### config.mk
export PLATFORM = sky130hd
export DESIGN_NAME = i_cache_perf
export DESIGN_NICKNAME = d
export VERILOG_FILES = /design/src/icache_pkg.sv /design/src/i_cache_perf.sv
export SDC_FILE = /design/constraint.sdc
export NUM_CORES = 1
export LEC_CHECK = 0
export BUFFER_PORTS_ARGS = -buffer_cell sky130_fd_sc_hd__buf_2
export CORE_ASPECT_RATIO = 0.5
export CORE_MARGIN = 2
export CORE_UTILIZATION = 35
export CTS_BUF_LIST = sky130_fd_sc_hd__clkbuf_16
export CTS_CLUSTER_SIZE = 20
export DETAILED_ROUTE_END_ITERATION = 7
export SYNTH_ARGS = -nofsm -noshare
export SYNTH_HDL_FRONTEND = slang
export SYNTH_SLANG_ARGS = --single-unit
### constraint.sdc
create_clock -name clk -period 2.5 [get_ports clk]
set_clock_uncertainty 0.2 [all_clocks]
set_input_delay 0.625 -clock clk [delete_from_list [all_inputs] [get_ports clk]]
set_output_delay 0.625 -clock clk [all_outputs]
set_load 0.005 [all_outputs]
### src/icache_pkg.sv
// ----------------------------------------------------------------------
// instruction cache shared types
// ----------------------------------------------------------------------
`default_nettype none

package icache_pkg;

	// word addressed, 32 bit instructions
	typedef logic [31:0] addr_t;
	typedef logic [31:0] word_t;

	localparam int LINE_WORDS = 8;
	localparam int OFFSET_BITS = 3;

	// one full line as returned by memory
	typedef logic [LINE_WORDS*32-1:0] line_t;

	typedef logic [31:0] cnt_t;

	// held by the cpu until resp is seen
	typedef struct packed {
		logic read;
		addr_t addr;
	} cpu_req_t;

	typedef struct packed {
		logic resp;
		word_t rdata;
	} cpu_rsp_t;

	// addr is the line base, offset bits zero
	typedef struct packed {
		logic valid;
		addr_t addr;
	} mem_req_t;

	typedef struct packed {
		logic valid;
		line_t line;
	} mem_rsp_t;

	typedef struct packed {
		cnt_t hits;
		cnt_t pf_hits;
		cnt_t misses;
		cnt_t miss_cycles;
	} perf_counts_t;

	typedef enum logic [1:0] {
		s_idle,
		s_load_instr,
		s_load_prefetch
	} ctrl_state_e;

endpackage : icache_pkg

`default_nettype wire

### src/i_cache_perf.sv
// ----------------------------------------------------------------------
// instruction cache performance counters
// ----------------------------------------------------------------------
`timescale 1ns/1ps
`default_nettype none

module i_cache_perf (
	input  logic                      clk,
	input  logic                      rst,
	input  logic                      ev_hit_i,
	input  logic                      ev_pf_hit_i,
	input  logic                      ev_miss_i,
	input  logic                      ev_miss_cycle_i,
	output icache_pkg::perf_counts_t  perf_o
);
	import icache_pkg::*;

	localparam int NUM_CNT = 4;

	// counter slots
	localparam int CNT_HIT = 0;
	localparam int CNT_PF_HIT = 1;
	localparam int CNT_MISS = 2;
	localparam int CNT_MISS_CYCLE = 3;

	logic [NUM_CNT-1:0] ev;
	cnt_t cnt_q [NUM_CNT];

	// strobes gathered in slot order
	always_comb begin
		ev = '0;
		ev[CNT_HIT] = ev_hit_i;
		ev[CNT_PF_HIT] = ev_pf_hit_i;
		ev[CNT_MISS] = ev_miss_i;
		ev[CNT_MISS_CYCLE] = ev_miss_cycle_i;
	end

	// each counter steps on the edge after its strobe
	always_ff @(posedge clk) begin
		if (rst) begin
			for (int i = 0; i < NUM_CNT; i++) begin
				cnt_q[i] <= '0;
			end
		end else begin
			for (int i = 0; i < NUM_CNT; i++) begin
				if (ev[i]) begin
					// wraps silently on overflow
					cnt_q[i] <= cnt_q[i] + cnt_t'(1);
				end
			end
		end
	end

	assign perf_o.hits = cnt_q[CNT_HIT];
	assign perf_o.pf_hits = cnt_q[CNT_PF_HIT];
	assign perf_o.misses = cnt_q[CNT_MISS];
	assign perf_o.miss_cycles = cnt_q[CNT_MISS_CYCLE];

endmodule : i_cache_perf

`default_nettype wire

==> flow_summary_export.csv <==
group,metric,value,unit
outcome,outcome,"completed",
timing,finalSetupTns,0,ns
timing,period_needed,2.29,ns
hold_path,hold_start,"cnt_q[3][31]",
clock_tree,post_cts_buffers,0,
timing,grt_setup_unrepaired,"false",
power,fin_total_pwr,5.33,mW
synthesis,async_reset_ff_frac,0,
synthesis,avgSynthCellArea,10.8,um^2
floorplan,die_area,21100,um^2
hold_path,hold_class,"reg2reg",
global_routing,grt_pass1_wl,27000,um
global_routing,gr-total-overflow,0,
detailed_routing,drt-pass1-iter-count,4,
synthesis,yosys.cell_types.count,41,
critical_path,required,2.59,ns
critical_path,end_kind,"flop",
synthesis,ys_dominant_reg_cell,"edfxtp_1",
layout,fill_cells,1895,
hold_path,worstHoldEndpoint,"cnt_q[3][31]",
critical_path,reg2reg_slack,0.21,ns
critical_path,rr_endpoint,"cnt_q[0][26]",
clock_tree,ctsResizeCount,0,
floorplan,core_area,19500,um^2
critical_path,critical-path-max-stage-delay,0.44,ns
synthesis,synth_edf_count,128,
timing,max_freq,0.436,GHz
detailed_routing,drc,0,
placement,dp_hpwl,11400,um
detailed_routing,route.vias.total,5381,
clock_tree,hold_buffers,0,
power,peakVddDrop,0.000433,V
critical_path,path_class,"reg2reg",
floorplan,die_x,204,um
layout,fin_nets,805,
detailed_routing,wl,16400,um
floorplan,placementRows,36,
synthesis,syn_area,6970,um^2
floorplan,start_util,0.357,
job,drv_cap,0,
global_routing,antenna_found_initial,0,
timing,slew_viol_final,0,
layout,layout-drive-gt1-share,0.245,
timing,slew_headroom,0.683,
critical_path,cp_max_fo,5,
detailed_routing,drt_iter0_drc,293,
synthesis,syn_inst,643,
layout,layout_common_cells,"133 x buf_2, 128 x nor2_1, 128 x edfxtp_1",
power,leakagePower,3.31,nW
critical_path,path_cells,"ha_1, nand4_1, nor4_4, nand3_1, or4_1, nand2_1",
layout,top_register,"cnt_q",
power,powerDensity,622,nW/um^2
synthesis,synth.top_cell.area_share,0.552,
global_routing,grt_max_degree,33,
clock_tree,cts-root-buf,"clkbuf_16",
layout,final_common_cell,"buf_2",
global_routing,grt_util_all_layers,0.159,
global_routing,grt_pass1_vias,5149,
clock_tree,cts.clk_slew.worst_paths,0.06,ns
layout,diodes,0,
hold_path,worstHoldPathCells,2,
detailed_routing,avgRoutedWirePerCell,15.3,um
layout,reg.largest.list,"cnt_q: 128 flops",
floorplan,die_y,104,um
clock_tree,cts.sinks,128,
clock_tree,ctsHtreeMaxLevel,4,
critical_path,worst-endpoint-arrival,2.38,ns
critical_path,rr_worst_depth,6,
floorplan,ios,134,
layout,largest_reg_flops,128,
clock_tree,cts_tree,"done",
timing,fin_crit_sh,0.916,
timing,setup_viol,0,
synthesis,synth-warning-count,0,
synthesis,syn_nets,653,
clock_tree,clockBufferDepth,2,
placement,gp_congestion,0.781,
clock_tree,cts_made_buffers,17,
critical_path,cp_slowest_cell,"edfxtp_1",
synthesis,ys_ff_latch,128,
detailed_routing,via_per_inst,5.01,
layout,syn_to_final_growth,23.0,%
detailed_routing,ant_nets,0,
timing,worstMarginPinSlew,0.474,ns
placement,io_buffer_count,133,
synthesis,yosysTopAreaCell,"edfxtp_1",
critical_path,startpoint_type,"flop",
synthesis,synth_area_leaders,"edfxtp_1 55%, xor2_1 9.0%, nor2_1 6.9%",
timing,finalHoldViolCount,0,
critical_path,r2r_start,"cnt_q[0][0]",
synthesis,ys_seq_area_frac,0.552,
clock_tree,clk_latency,0.42,ns
==> per-stage QoR <==
stage	hold WS [ns]	worst slack, ns	utilization	area [um^2]	cells
6_report	0.435	0.209	0.439	8570	1073
5_1_grt	0.478	0.0334	0.439	8570	1073
4_1_cts	0.437	0.226	0.439	8570	1073
3_5_place_dp	0.424	0.250	0.413	8060	1042
3_3_place_gp	0.413	0.320	0.413	8060	1042
2_1_floorplan	0.394	0.362	-	6970	643
==> synthesized netlist by cell type (2+ instances only) <==
cell	instances
ha_1	4
nor4_1	7
or3_1	9
or2_2	7
nor3_2	2
nor2b_1	3
xor2_1	72
nand4_4	2
clkbuf_1	16
and4_1	11
nand2b_1	6
nor4_4	5
nor3_1	13
and3_1	17
xnor2_1	35
inv_1	11
a21oi_1	9
nand3_1	46
o21ai_0	9
edfxtp_1	128
nor2_1	128
and2_1	5
nand4_1	44
nand2_1	37
==> report_power, final <==
part	switching (mW)	internal, mW	leakage, nW	total (mW)
registers	0.179	2.52	1.42	2.69
logic	0.215	0.185	1.62	0.401
clock network	0.916	1.32	0.273	2.24
==> worst max-delay path, delay by kind of cell (launching register included) <==
| kind | cells | cell delay [ns] |
|---|---|---|
| adder cells (fa/ha/maj) | 1 | 0.26 |
| flip-flops | 1 | 0.44 |
| AND/OR/NAND/NOR | 5 | 1.27 |
==> kinds of logic after synthesis <==
kind of cell	Yosys count	share of synthesized area
AO/OA/AOI/OAI	21	0.0163
XOR/XNOR	107	0.134
adder cells (fa/ha/maj)	4	0.00718
buffers and inverters	31	0.0181
flip-flops	128	0.552
AND/OR/NAND/NOR	352	0.272
==> routing by layer <==
layer  track usage  vias to the layer above  routed length [um]
met5             0                        -                   0
met2         0.243                      100                7710
met4        0.0568                        0                 224
met1         0.220                     2631                7880
met3        0.0365                       19                 623
li1              -                     2631                   -
==> worst max path at each step <==
stage                            from      endpoint  slack, ns  depth (start not counted)
after floorplan           cnt_q[3][6]  cnt_q[3][25]       0.36                          6
after global placement    cnt_q[0][0]  cnt_q[0][26]       0.32                          6
after detailed placement  cnt_q[0][0]  cnt_q[0][26]       0.25                          6
after CTS                 cnt_q[0][0]  cnt_q[0][26]       0.23                          6
after global routing      cnt_q[0][0]  cnt_q[0][22]       0.03                          7
final                     cnt_q[0][0]  cnt_q[0][26]       0.21                          6
==> cell type report <==
cell class                 count  area (um^2)  area share
sequential                   128         3840       0.449
multi-input combinational    484         3000       0.350
timing repair buffer         153          841      0.0981
clock buffer                  17          425      0.0496
tap                          266          333      0.0388
clock inverter                14         86.3      0.0101
inverter                      11         41.3     0.00482
Note: power is estimated with default switching activity, not from simulation.
