## src/icache_pkg.sv

```systemverilog
// ----------------------------------------------------------------------
// instruction cache shared types
// ----------------------------------------------------------------------
`default_nettype none

package icache_pkg;

	// word addressed, 32 bit instructions
	typedef logic [31:0] addr_t;
	typedef logic [31:0] word_t;

	localparam int LINE_WORDS = 8;
	localparam int OFFSET_BITS = 3;

	// one full line as returned by memory
	typedef logic [LINE_WORDS*32-1:0] line_t;

	typedef logic [31:0] cnt_t;

	// held by the cpu until resp is seen
	typedef struct packed {
		logic read;
		addr_t addr;
	} cpu_req_t;

	typedef struct packed {
		logic resp;
		word_t rdata;
	} cpu_rsp_t;

	// addr is the line base, offset bits zero
	typedef struct packed {
		logic valid;
		addr_t addr;
	} mem_req_t;

	typedef struct packed {
		logic valid;
		line_t line;
	} mem_rsp_t;

	typedef struct packed {
		cnt_t hits;
		cnt_t pf_hits;
		cnt_t misses;
		cnt_t miss_cycles;
	} perf_counts_t;

	typedef enum logic [1:0] {
		s_idle,
		s_load_instr,
		s_load_prefetch
	} ctrl_state_e;

endpackage : icache_pkg

`default_nettype wire

```

## src/i_cache_control.sv

```systemverilog
// ----------------------------------------------------------------------
// instruction cache control FSM
// ----------------------------------------------------------------------
`timescale 1ns/1ps
`default_nettype none

module i_cache_control #(
	parameter int MEM_CREDITS = 2
) (
	input  logic                  clk,
	input  logic                  rst,
	input  icache_pkg::cpu_req_t  cpu_req_i,
	output logic                  resp_o,
	input  logic                  hit_i,
	input  logic                  hit_way_i,
	input  logic                  obl_hit_i,
	input  logic                  obl_busy_i,
	input  logic                  lru_i,
	input  logic                  obl_lru_i,
	input  logic                  hit_prefetched_i,
	output logic                  way_sel_o,
	output logic                  load_line_o,
	output logic                  load_lru_o,
	output logic                  prefetch_sel_o,
	output logic                  set_busy_o,
	output logic                  clr_busy_o,
	output logic                  set_prefetched_o,
	output logic                  clr_prefetched_o,
	input  logic                  mem_credit_i,
	output logic                  mem_req_valid_o,
	input  logic                  mem_rsp_valid_i,
	output logic                  ev_hit_o,
	output logic                  ev_pf_hit_o,
	output logic                  ev_miss_o,
	output logic                  ev_miss_cycle_o
);
	import icache_pkg::*;

	localparam int CREDIT_BITS = $clog2(MEM_CREDITS + 1);

	typedef logic [CREDIT_BITS-1:0] credit_t;

	ctrl_state_e state_q;
	ctrl_state_e state_d;
	credit_t credits_q;
	credit_t credits_d;
	// one request out, waiting for its line
	logic req_sent_q;
	// way reserved for the prefetch fill
	logic pf_way_q;
	logic demand_hit;

	assign demand_hit = cpu_req_i.read & hit_i;

	// one request per load state, only with a credit in hand
	assign mem_req_valid_o = (state_q != s_idle) & ~req_sent_q & (credits_q != '0);

	always_comb begin
		state_d = state_q;
		resp_o = 1'b0;
		way_sel_o = hit_way_i;
		load_line_o = 1'b0;
		load_lru_o = 1'b0;
		prefetch_sel_o = 1'b0;
		set_busy_o = 1'b0;
		clr_busy_o = 1'b0;
		set_prefetched_o = 1'b0;
		clr_prefetched_o = 1'b0;
		ev_hit_o = 1'b0;
		ev_pf_hit_o = 1'b0;
		ev_miss_o = 1'b0;
		ev_miss_cycle_o = 1'b0;

		case (state_q)
			s_idle: begin
				if (demand_hit) begin
					resp_o = 1'b1;
					load_lru_o = 1'b1;
					ev_hit_o = 1'b1;
					if (hit_prefetched_i) begin
						ev_pf_hit_o = 1'b1;
						clr_prefetched_o = 1'b1;
					end
					// next line absent, start fetching it
					if (~obl_hit_i & ~obl_busy_i) begin
						set_busy_o = 1'b1;
						state_d = s_load_prefetch;
					end
				end else if (cpu_req_i.read) begin
					ev_miss_o = 1'b1;
					state_d = s_load_instr;
				end
			end

			s_load_instr: begin
				// demand fill goes to the lru way
				way_sel_o = lru_i;
				ev_miss_cycle_o = 1'b1;
				if (mem_rsp_valid_i) begin
					load_line_o = 1'b1;
					clr_prefetched_o = 1'b1;
					state_d = s_idle;
				end
			end

			s_load_prefetch: begin
				prefetch_sel_o = 1'b1;
				if (mem_rsp_valid_i) begin
					way_sel_o = pf_way_q;
					load_line_o = 1'b1;
					clr_busy_o = 1'b1;
					set_prefetched_o = 1'b1;
					state_d = s_idle;
				end else if (demand_hit) begin
					// hits outside the busy set still served
					resp_o = 1'b1;
					load_lru_o = 1'b1;
					ev_hit_o = 1'b1;
					if (hit_prefetched_i) begin
						ev_pf_hit_o = 1'b1;
						clr_prefetched_o = 1'b1;
					end
				end
			end

			default: state_d = s_idle;
		endcase
	end

	// credit count, consumed by each request
	always_comb begin
		credits_d = credits_q;
		if (mem_req_valid_o) begin
			credits_d = credits_d - credit_t'(1);
		end
		if (mem_credit_i && (credits_d != credit_t'(MEM_CREDITS))) begin
			credits_d = credits_d + credit_t'(1);
		end
	end

	always_ff @(posedge clk) begin
		if (rst) begin
			state_q <= s_idle;
			credits_q <= '0;
			req_sent_q <= 1'b0;
		end else begin
			state_q <= state_d;
			credits_q <= credits_d;
			if (mem_req_valid_o) begin
				req_sent_q <= 1'b1;
			end else if (mem_rsp_valid_i) begin
				req_sent_q <= 1'b0;
			end
		end
	end

	// same value the datapath marks busy
	always_ff @(posedge clk) begin
		if (set_busy_o) begin
			pf_way_q <= obl_lru_i;
		end
	end

endmodule : i_cache_control

`default_nettype wire

```

## config.mk

```make
export PLATFORM = sky130hd
export DESIGN_NAME = i_cache_control
export DESIGN_NICKNAME = d
export VERILOG_FILES = /design/src/icache_pkg.sv /design/src/i_cache_control.sv
export SDC_FILE = /design/constraint.sdc
export NUM_CORES = 1
export LEC_CHECK = 0
export BUFFER_PORTS_ARGS = -buffer_cell sky130_fd_sc_hd__buf_2
export CAP_MARGIN = 15
export CORE_ASPECT_RATIO = 1.1
export CORE_MARGIN = 4
export CORE_UTILIZATION = 29
export CTS_CLUSTER_SIZE = 40
export DETAILED_ROUTE_END_ITERATION = 10
export PLACE_DENSITY = 0.81
export SLEW_MARGIN = 10
export SYNTH_ARGS = -nofsm -noshare
export SYNTH_HDL_FRONTEND = slang
export SYNTH_SLANG_ARGS = --single-unit
export TNS_END_PERCENT = 10
```

## constraint.sdc

```tcl
create_clock -name clk -period 2 [get_ports clk]
set_input_delay 0.4 -clock clk [delete_from_list [all_inputs] [get_ports clk]]
set_output_delay 0.4 -clock clk [all_outputs]
set_load 0.02 [all_outputs]
```

==> results of run 1 <==
==> worst max-delay path: cells and delay by family (launching register included) <==
| family | cells | cell delay [ps] |
|---|---|---|
| compound gates | 2 | 400 |
| fa+ha+maj | 1 | 180 |
| buf+inv | 2 | 280 |
| flops | 1 | 310 |
| simple gates | 1 | 160 |
==> registers in the layout, indices dropped and copies added, names as in the netlist <==
name	flops
req_sent_q	1
credits_q	2
pf_way_q	1
state_q	2
==> metal layers <==
metal  vias up  track usage, %  part of all wire (%)
li1        256               -                     -
met5         -               0                     0
met1       219            13.0                    46
met3         2            1.06                    12
met4         0            4.15                   1.3
met2        32            15.8                    41
==> cells in the final DEF, fill, tap and decap left out <==
cell type	instances
buf_2	24
buf_4	7
inv_1	5
nor2_1	4
nand2_1	3
nor2b_1	3
ha_1	3
ha_2	3
clkbuf_4	3
dfxtp_2	3
a22o_1	2
nand2b_1	2
and2_1	2
a21oi_1	2
nor3_1	2
dfxtp_1	2
or3_4	1
clkinv_4	1
inv_2	1
xnor2_1	1
and2_4	1
a21oi_2	1
a32o_1	1
or2_1	1
nor4_2	1
nor2b_4	1
o31a_1	1
or2b_1	1
xnor3_1	1
o211a_1	1
or4_1	1
o31ai_1	1
o2bb2ai_1	1
clkbuf_1	1
edfxtp_1	1
==> area by class of cell <==
cell class	instances	share of cell area (%)
Sequential cell	6	18.4
Timing Repair Buffer	31	23.7
Tap cell	17	2.92
Multi-Input combinational cell	41	47.1
Inverter	7	4.30
Clock buffer	4	3.61
==> worst max-delay path by stage <==
stage / cells after the start / start / endpoint / slack (ps)
after floorplan: 5 / state_q[0]$_SDFFE_PP0P_ / clr_prefetched_o / -20
after global placement: 10 / credits_q[0]$_SDFF_PP0_ / credits_q[0]$_SDFF_PP0_ / 40
after detailed placement: 10 / credits_q[0]$_SDFF_PP0_ / credits_q[0]$_SDFF_PP0_ / -10
after CTS: 6 / state_q[1]$_SDFFE_PP0P_ / way_sel_o / -20
after global routing: 7 / state_q[0]$_SDFFE_PP0P_ / clr_prefetched_o / -40
final: 6 / state_q[1]$_SDFFE_PP0P_ / way_sel_o / 20
==> where the power goes <==
part / switching (mW) / internal [mW] / total [mW]
combinational: 0.122 / 0.139 / 0.260
clock: 0.0483 / 0.0759 / 0.124
sequential: 0.0128 / 0.148 / 0.161
==> cell families after synthesis <==
family / Yosys count
compound gates: 10
xor+xnor: 2
fa+ha+maj: 6
buf+inv: 10
flops: 6
simple gates: 23
==> metrics by stage <==
step | util (%) | area [um^2] | TNS (ps)
CTS | 44.1 | 703 | -28.4
global placement | 41.6 | 663 | 0
floorplan | - | 502 | -35.9
global route | 45.6 | 728 | -172
detailed placement | 41.6 | 663 | -9.80
finish | 45.6 | 728 | 0
==> what timing repair did <==
action / CTS / global route
resized for setup: 4 / 8
setup endpoints to repair: 5 / 7
pin swaps: 0 / 1
setup buffers: 0 / 1
==> summary.md, run 1 <==
| Metric | Value |
|---|---|
| Worst-path cell chain | buf_4, ha_2, and2_4, a22o_1, a22o_1, buf_2 |
| Initial Utilization | 31.1% |
| Library cell occupying the most area in the post-synthesis netlist | dfxtp_1 |
| Number of distinct standard cells referenced by the synthesized netlist | 26 |
| Clk pin slew, worst setup/hold paths | about 50 ps |
| Tot Pwr | roughly 550 uW |
| CTS H-Tree Depth | 1 |
| Multiplexer area fraction after synthesis | 0% |
| Slew margin rel. | just over 80% |
| Total number of nets in the final design | 140 |
| Post-route worst setup slack | 23.4 ps |
| Sequential element share of the synthesized area | a little over a quarter |
| Vias per cell | between 4 and 5 |
| Main area contributors after synthesis | dfxtp_1, ha_1, edfxtp_1 |
| Area enclosed by the die boundary | roughly 2400 um^2 |
| CTS root buffer | clkbuf_4 |
| Hold violation count in the final report | 0 |
| CP startpoint kind | flop |
| Run status | completed |
| Die extent in x | 47.4 um |
| Total of fill cells in the finished design | between 150 and 200 |
| Async S/R FF share, synth | 0% |
| Mean Syn Cell Area | ~8.7 um^2 |
| Die boundary height | 51.4 um |
| Leading cell types by count after synthesis | ha_1, inv_1, dfxtp_1 |
| Most used flip-flop cell after synthesis | dfxtp_1 |
| Biggest fanout along the worst timing path | 3 |
| Power per standard cell area | ~750 nW/um^2 |
| Clock latency reported for the late side of the worst-skew pair | roughly 250 ps |
| Via Count | between 500 and 600 |
| Post-place setup slack | -9.80 ps |
| Vias in the first global route | about 470 |
| Max rail drop VDD | just under 0.5 mV |
| Classification of the worst setup path | reg2out |
| Max-capacitance violation count | 0 |
| FF-to-FF path depth | 10 |
| Core Region | between 1500 and 2000 um^2 |
| Number of CTS-inserted buffers | 3 |
| Slack of the worst reg-to-reg path | roughly 40 ps |
| Launch instance of the worst min-delay path | obl_lru_i |
| Slew Limit Fails | 0 |
| Cell Count Post-Placement | approximately 100 |
| Count of hold-fix buffers inserted at cts | 0 |
| Overall overflow remaining after global route | 0 |
| Detail Route Antenna Nets | 0 |
| Endpoint type of the worst setup path | output port |
| DRT iter0 DRCs | 5 |
| TritonCTS clock tree | done |
| Destination of the worst register-to-register timing path | credits_q[1]$_SDFF_PP0_ |
| CTS Buffer Depth | 2 |
| Post-synth EDFFs | 1 |
| Fraction of the mapped netlist area in compound gates | 15.7% |
| Total area of multi-input combinational cells | ~340 um^2 |
| Hold-critical path depth | 1 |
| Final GP Congestion | approximately 0.84 |
| Yosys top cell area share | between 20 and 25% |
| Detailed-route wire length per cell | between 10 and 15 um |
| Final std cells w/o fill | around 110 |
| Min Tclk post-route | 1980 ps |
| Port-buffer cells | 25 |
| Maximum clock frequency | around 510 MHz |
| Number of optimization iterations in the first detailed-route pass | 4 |
| Row count | 15 |
| DRT Wirelength | approximately 1200 um |
| Num ports | 58 |
| HPWL reported at the end of detailed placement | approximately 920 um |
| Count of endpoints failing setup in the final report | 0 |
| Max Clock Skew | 1.32 ps |
| Count of inserted antenna diode cells | 0 |
| Cells after Synth | 57 |
| Reg area | 134 um^2 |
| Number of antenna violations at the first check in global routing | 0 |
| Drc violations | 0 |
| Data arrival, critical path | 1580 ps |
| Post-Synth XOR/XNOR Area | roughly 6.3% |
| Delay of the slowest cell on the worst path | a little over 300 ps |
| Mapped cell area | just under 500 um^2 |
| Simple-gate share of the synthesized area | between 20% and 30% |
| Critical Path Slowest Stage Cell | dfxtp_2 |
| Data required time at the worst endpoint | 1600 ps |
| Share of final-layout standard cells stronger than drive strength 1 | between 50% and 60% |
| Most common cell on crit path | a22o_1 |
| Origin of the critical flop-to-flop path | state_q[0]$_SDFFE_PP0P_ |
| Largest family of logic cells by synthesized area | simple AND/OR/NAND/NOR gates |
| Number of nets produced by synthesis | about 110 |
| Area Growth Syn to Fin | 47.0% |
| Leakage component of the power | 0.375 nW |
| Final clock period utilization by the worst path | 98.8% |
| Wire length of the first global-routing pass | about 1800 um |
| Number of flip-flops and latches in the synthesized netlist | 6 |
| Unrepaired setup endpoints after global routing | true |
| Aggregate global-route resource usage | approximately a tenth |
| Total number of yosys warnings | 0 |
| Slew at the pin closest to its max-slew limit | 268 ps |
| Number of sinks handled by clock tree synthesis | 6 |
| End of the worst hold path | pf_way_q$_DFFE_PP_ |
| Type of the worst min-delay path | in2reg |
| Pin count of the biggest net entering global routing | 8 |
| Hold WS | between 300 and 400 ps |
| Adder-Cell Fraction of Synth Area | 15.2% |
(Power assumes the default switching activity.)
==> run 2, diff against run 1 <==
--- a/config.mk
+++ b/config.mk
@@ -13,6 +13,7 @@
 export CTS_CLUSTER_SIZE = 40
 export DETAILED_ROUTE_END_ITERATION = 10
 export PLACE_DENSITY = 0.81
+export REMOVE_ABC_BUFFERS = 1
 export SLEW_MARGIN = 10
 export SYNTH_ARGS = -nofsm -noshare
 export SYNTH_HDL_FRONTEND = slang
==> run 2 against run 1 <==
Effect of this change: non-clock buffer count grew 2; sequential share of layout area down 1.3 points; utilization grew 2.9 points; clock skew increased by 0.97 ps; global-route usage increased by 1.8 points; register-to-register slack about the same; final area up 6.4%; die area unchanged; hold slack improved by 4.5 ps.
==> summary.md, run 2 (same netlist as run 1, synthesis figures left out) <==
| Metric | Value |
|---|---|
| Final setup TNS | 0 ps |
| Vias in the first global route | about 470 |
| Unrepaired setup endpoints after global routing | true |
| Tot Pwr | approximately 600 uW |
| Detail Route Antenna Nets | 0 |
| CP startpoint kind | flop |
| Core Region | around 1600 um^2 |
| Reg area | around 130 um^2 |
| Total number of nets in the final design | around 140 |
| Clk pin slew, worst setup/hold paths | 50 ps |
| Final GP Congestion | approximately 0.78 |
| Pin count of the biggest net entering global routing | 8 |
| TritonCTS clock tree | done |
| Final standard cell area without fillers | 774 um^2 |
| Data required time at the worst endpoint | between 1500 and 2000 ps |
| Slew Limit Fails | 0 |
| Run status | completed |
| Die boundary height | ~50 um |
| DRT Wirelength | between 1000 and 1500 um |
| Max-capacitance violation count | 0 |
| Die extent in x | about 47 um |
| Clock power frac | between 20% and 30% |
| Largest delay share family, worst path | compound AO/OA/AOI/OAI gates |
| Cell area reported after detailed placement | around 680 um^2 |
| Max Clock Skew | ~2.3 ps |
| Leakage component of the power | 0.390 nW |
| Total area of multi-input combinational cells | 372 um^2 |
| Total of fill cells in the finished design | between 150 and 200 |
| Final clock period utilization by the worst path | between 90% and 100% |
| Endpoint type of the worst setup path | output port |
| Data arrival, critical path | about 1600 ps |
| Count of endpoints failing setup in the final report | 0 |
| Post-route core utilization | 48.5% |
| Clock latency reported for the late side of the worst-skew pair | around 250 ps |
| Net switching fraction of the power | a little over a third |
| Power per standard cell area | 784 nW/um^2 |
| CTS H-Tree Depth | 1 |
| Vias per cell | just under 5 |
| Critical Path Slowest Stage Cell | dfxtp_2 |
| Biggest fanout along the worst timing path | 3 |
| Count of hold-fix buffers inserted at cts | 0 |
| Most used cells in the layout excluding fill and tap cells | buf_2, buf_4, inv_1 |
| Area enclosed by the die boundary | 2430 um^2 |
| Num ports | a little under 60 |
| Leading cell type in the layout, fill and taps excluded | buf_2 |
| Via Count | approximately 540 |
| Number of optimization iterations in the first detailed-route pass | 5 |
| Maximum clock frequency | 505 MHz |
| Max rail drop VDD | about 0.49 mV |
| CTS Buffer Depth | 2 |
| Largest registers | credits_q x2, state_q x2 |
| Buffer and inverter count on the worst path | 3 |
| Slew margin rel. | ~83% |
| Port-buffer cells | 25 |
| Type of the worst min-delay path | in2reg |
| HPWL reported at the end of detailed placement | 997 um |
| Post-CTS repair timing setup buffer count | 0 |
| Post-route worst setup slack | about 20 ps |
| Min Tclk post-route | between 1500 and 2000 ps |
| Classification of the worst setup path | reg2out |
| Delay of the slowest cell on the worst path | roughly 320 ps |
| Internal cell power | approximately 400 uW |
| Sequential share of power | between 20% and 30% |
| Wire length of the first global-routing pass | roughly 2000 um |
| Row count | 15 |
| Number of antenna violations at the first check in global routing | 0 |
| Count of inserted antenna diode cells | 0 |
| Aggregate global-route resource usage | about an eighth |
| Slew at the pin closest to its max-slew limit | 252 ps |
| Initial Utilization | 31.1% |
| Number of CTS-inserted buffers | 3 |
| Share of final-layout standard cells stronger than drive strength 1 | between 50% and 60% |
| CTS root buffer | clkbuf_4 |
| Worst-path cell chain | inv_2, buf_6, ha_4, and2_4, a22o_1, a22o_1, buf_6 |
| Power share of the combinational group | a little over half |
| Detailed-route wire length per cell | between 10 and 15 um |
| Hold violation count in the final report | 0 |
| Drc violations | 0 |
| Area Growth Syn to Fin | 56.3% |
| Number of sinks handled by clock tree synthesis | 6 |
| DRT iter0 DRCs | 14 |
| Switching power | between 200 and 250 uW |
| Post-place setup slack | -2.06 ps |
| Overall overflow remaining after global route | 0 |
-- run 2: cell count changes in the layout (fill, tap and decap cells not counted), sizes merged --
| cell | previous run | this run |
|---|---|---|
| buf | 31 | 33 |
-- run 2: routing by layer --
layer / share of wire, % / GRT usage, % / vias to the layer above
li1: - / - / 259
met1: 38 / 14.0 / 242
met2: 49 / 18.8 / 33
met3: 12 / 2.82 / 2
met4: 0.59 / 5.53 / 0
met5: 0 / 0 / -
-- run 2: layout make-up --
cell class,count,area share (%)
Timing Repair Buffer,33,25.2
Sequential cell,6,17.1
Clock buffer,4,3.39
Multi-Input combinational cell,41,48.0
Tap cell,17,2.75
Inverter,7,3.55
-- run 2: final timing paths --
path,startpoint,to,slack (ps),cells after the start
hold / removal,obl_lru_i,pf_way_q$_DFFE_PP_,330,1
setup / recovery,state_q[0]$_SDFFE_PP0P_,way_sel_o,20,7
setup reg to reg,credits_q[0]$_SDFF_PP0_,credits_q[0]$_SDFF_PP0_,50,10
hold reg to reg,req_sent_q$_SDFFE_PP0P_,req_sent_q$_SDFFE_PP0P_,550,2
-- run 2: power groups by stage --
stage          clock network, mW  logic [mW]  registers (mW)
2_1_floorplan                  0       0.170           0.158
3_3_place_gp                   0       0.246           0.155
3_5_place_dp                   0       0.260           0.156
4_1_cts                    0.127       0.277           0.156
5_1_grt                    0.134       0.359           0.159
6_report                   0.124       0.326           0.157
-- run 2: timing repair --
action	4_1_cts	5_1_grt
pin swaps	1	2
resized for setup	9	11
endpoints found under the setup margin	5	6
-- run 2: per-stage QoR --
stage	hold WS, ps	std cells
after detailed placement	546	104
after floorplan	469	54
after global routing	325	108
after global placement	533	104
after CTS	324	108
final	329	108
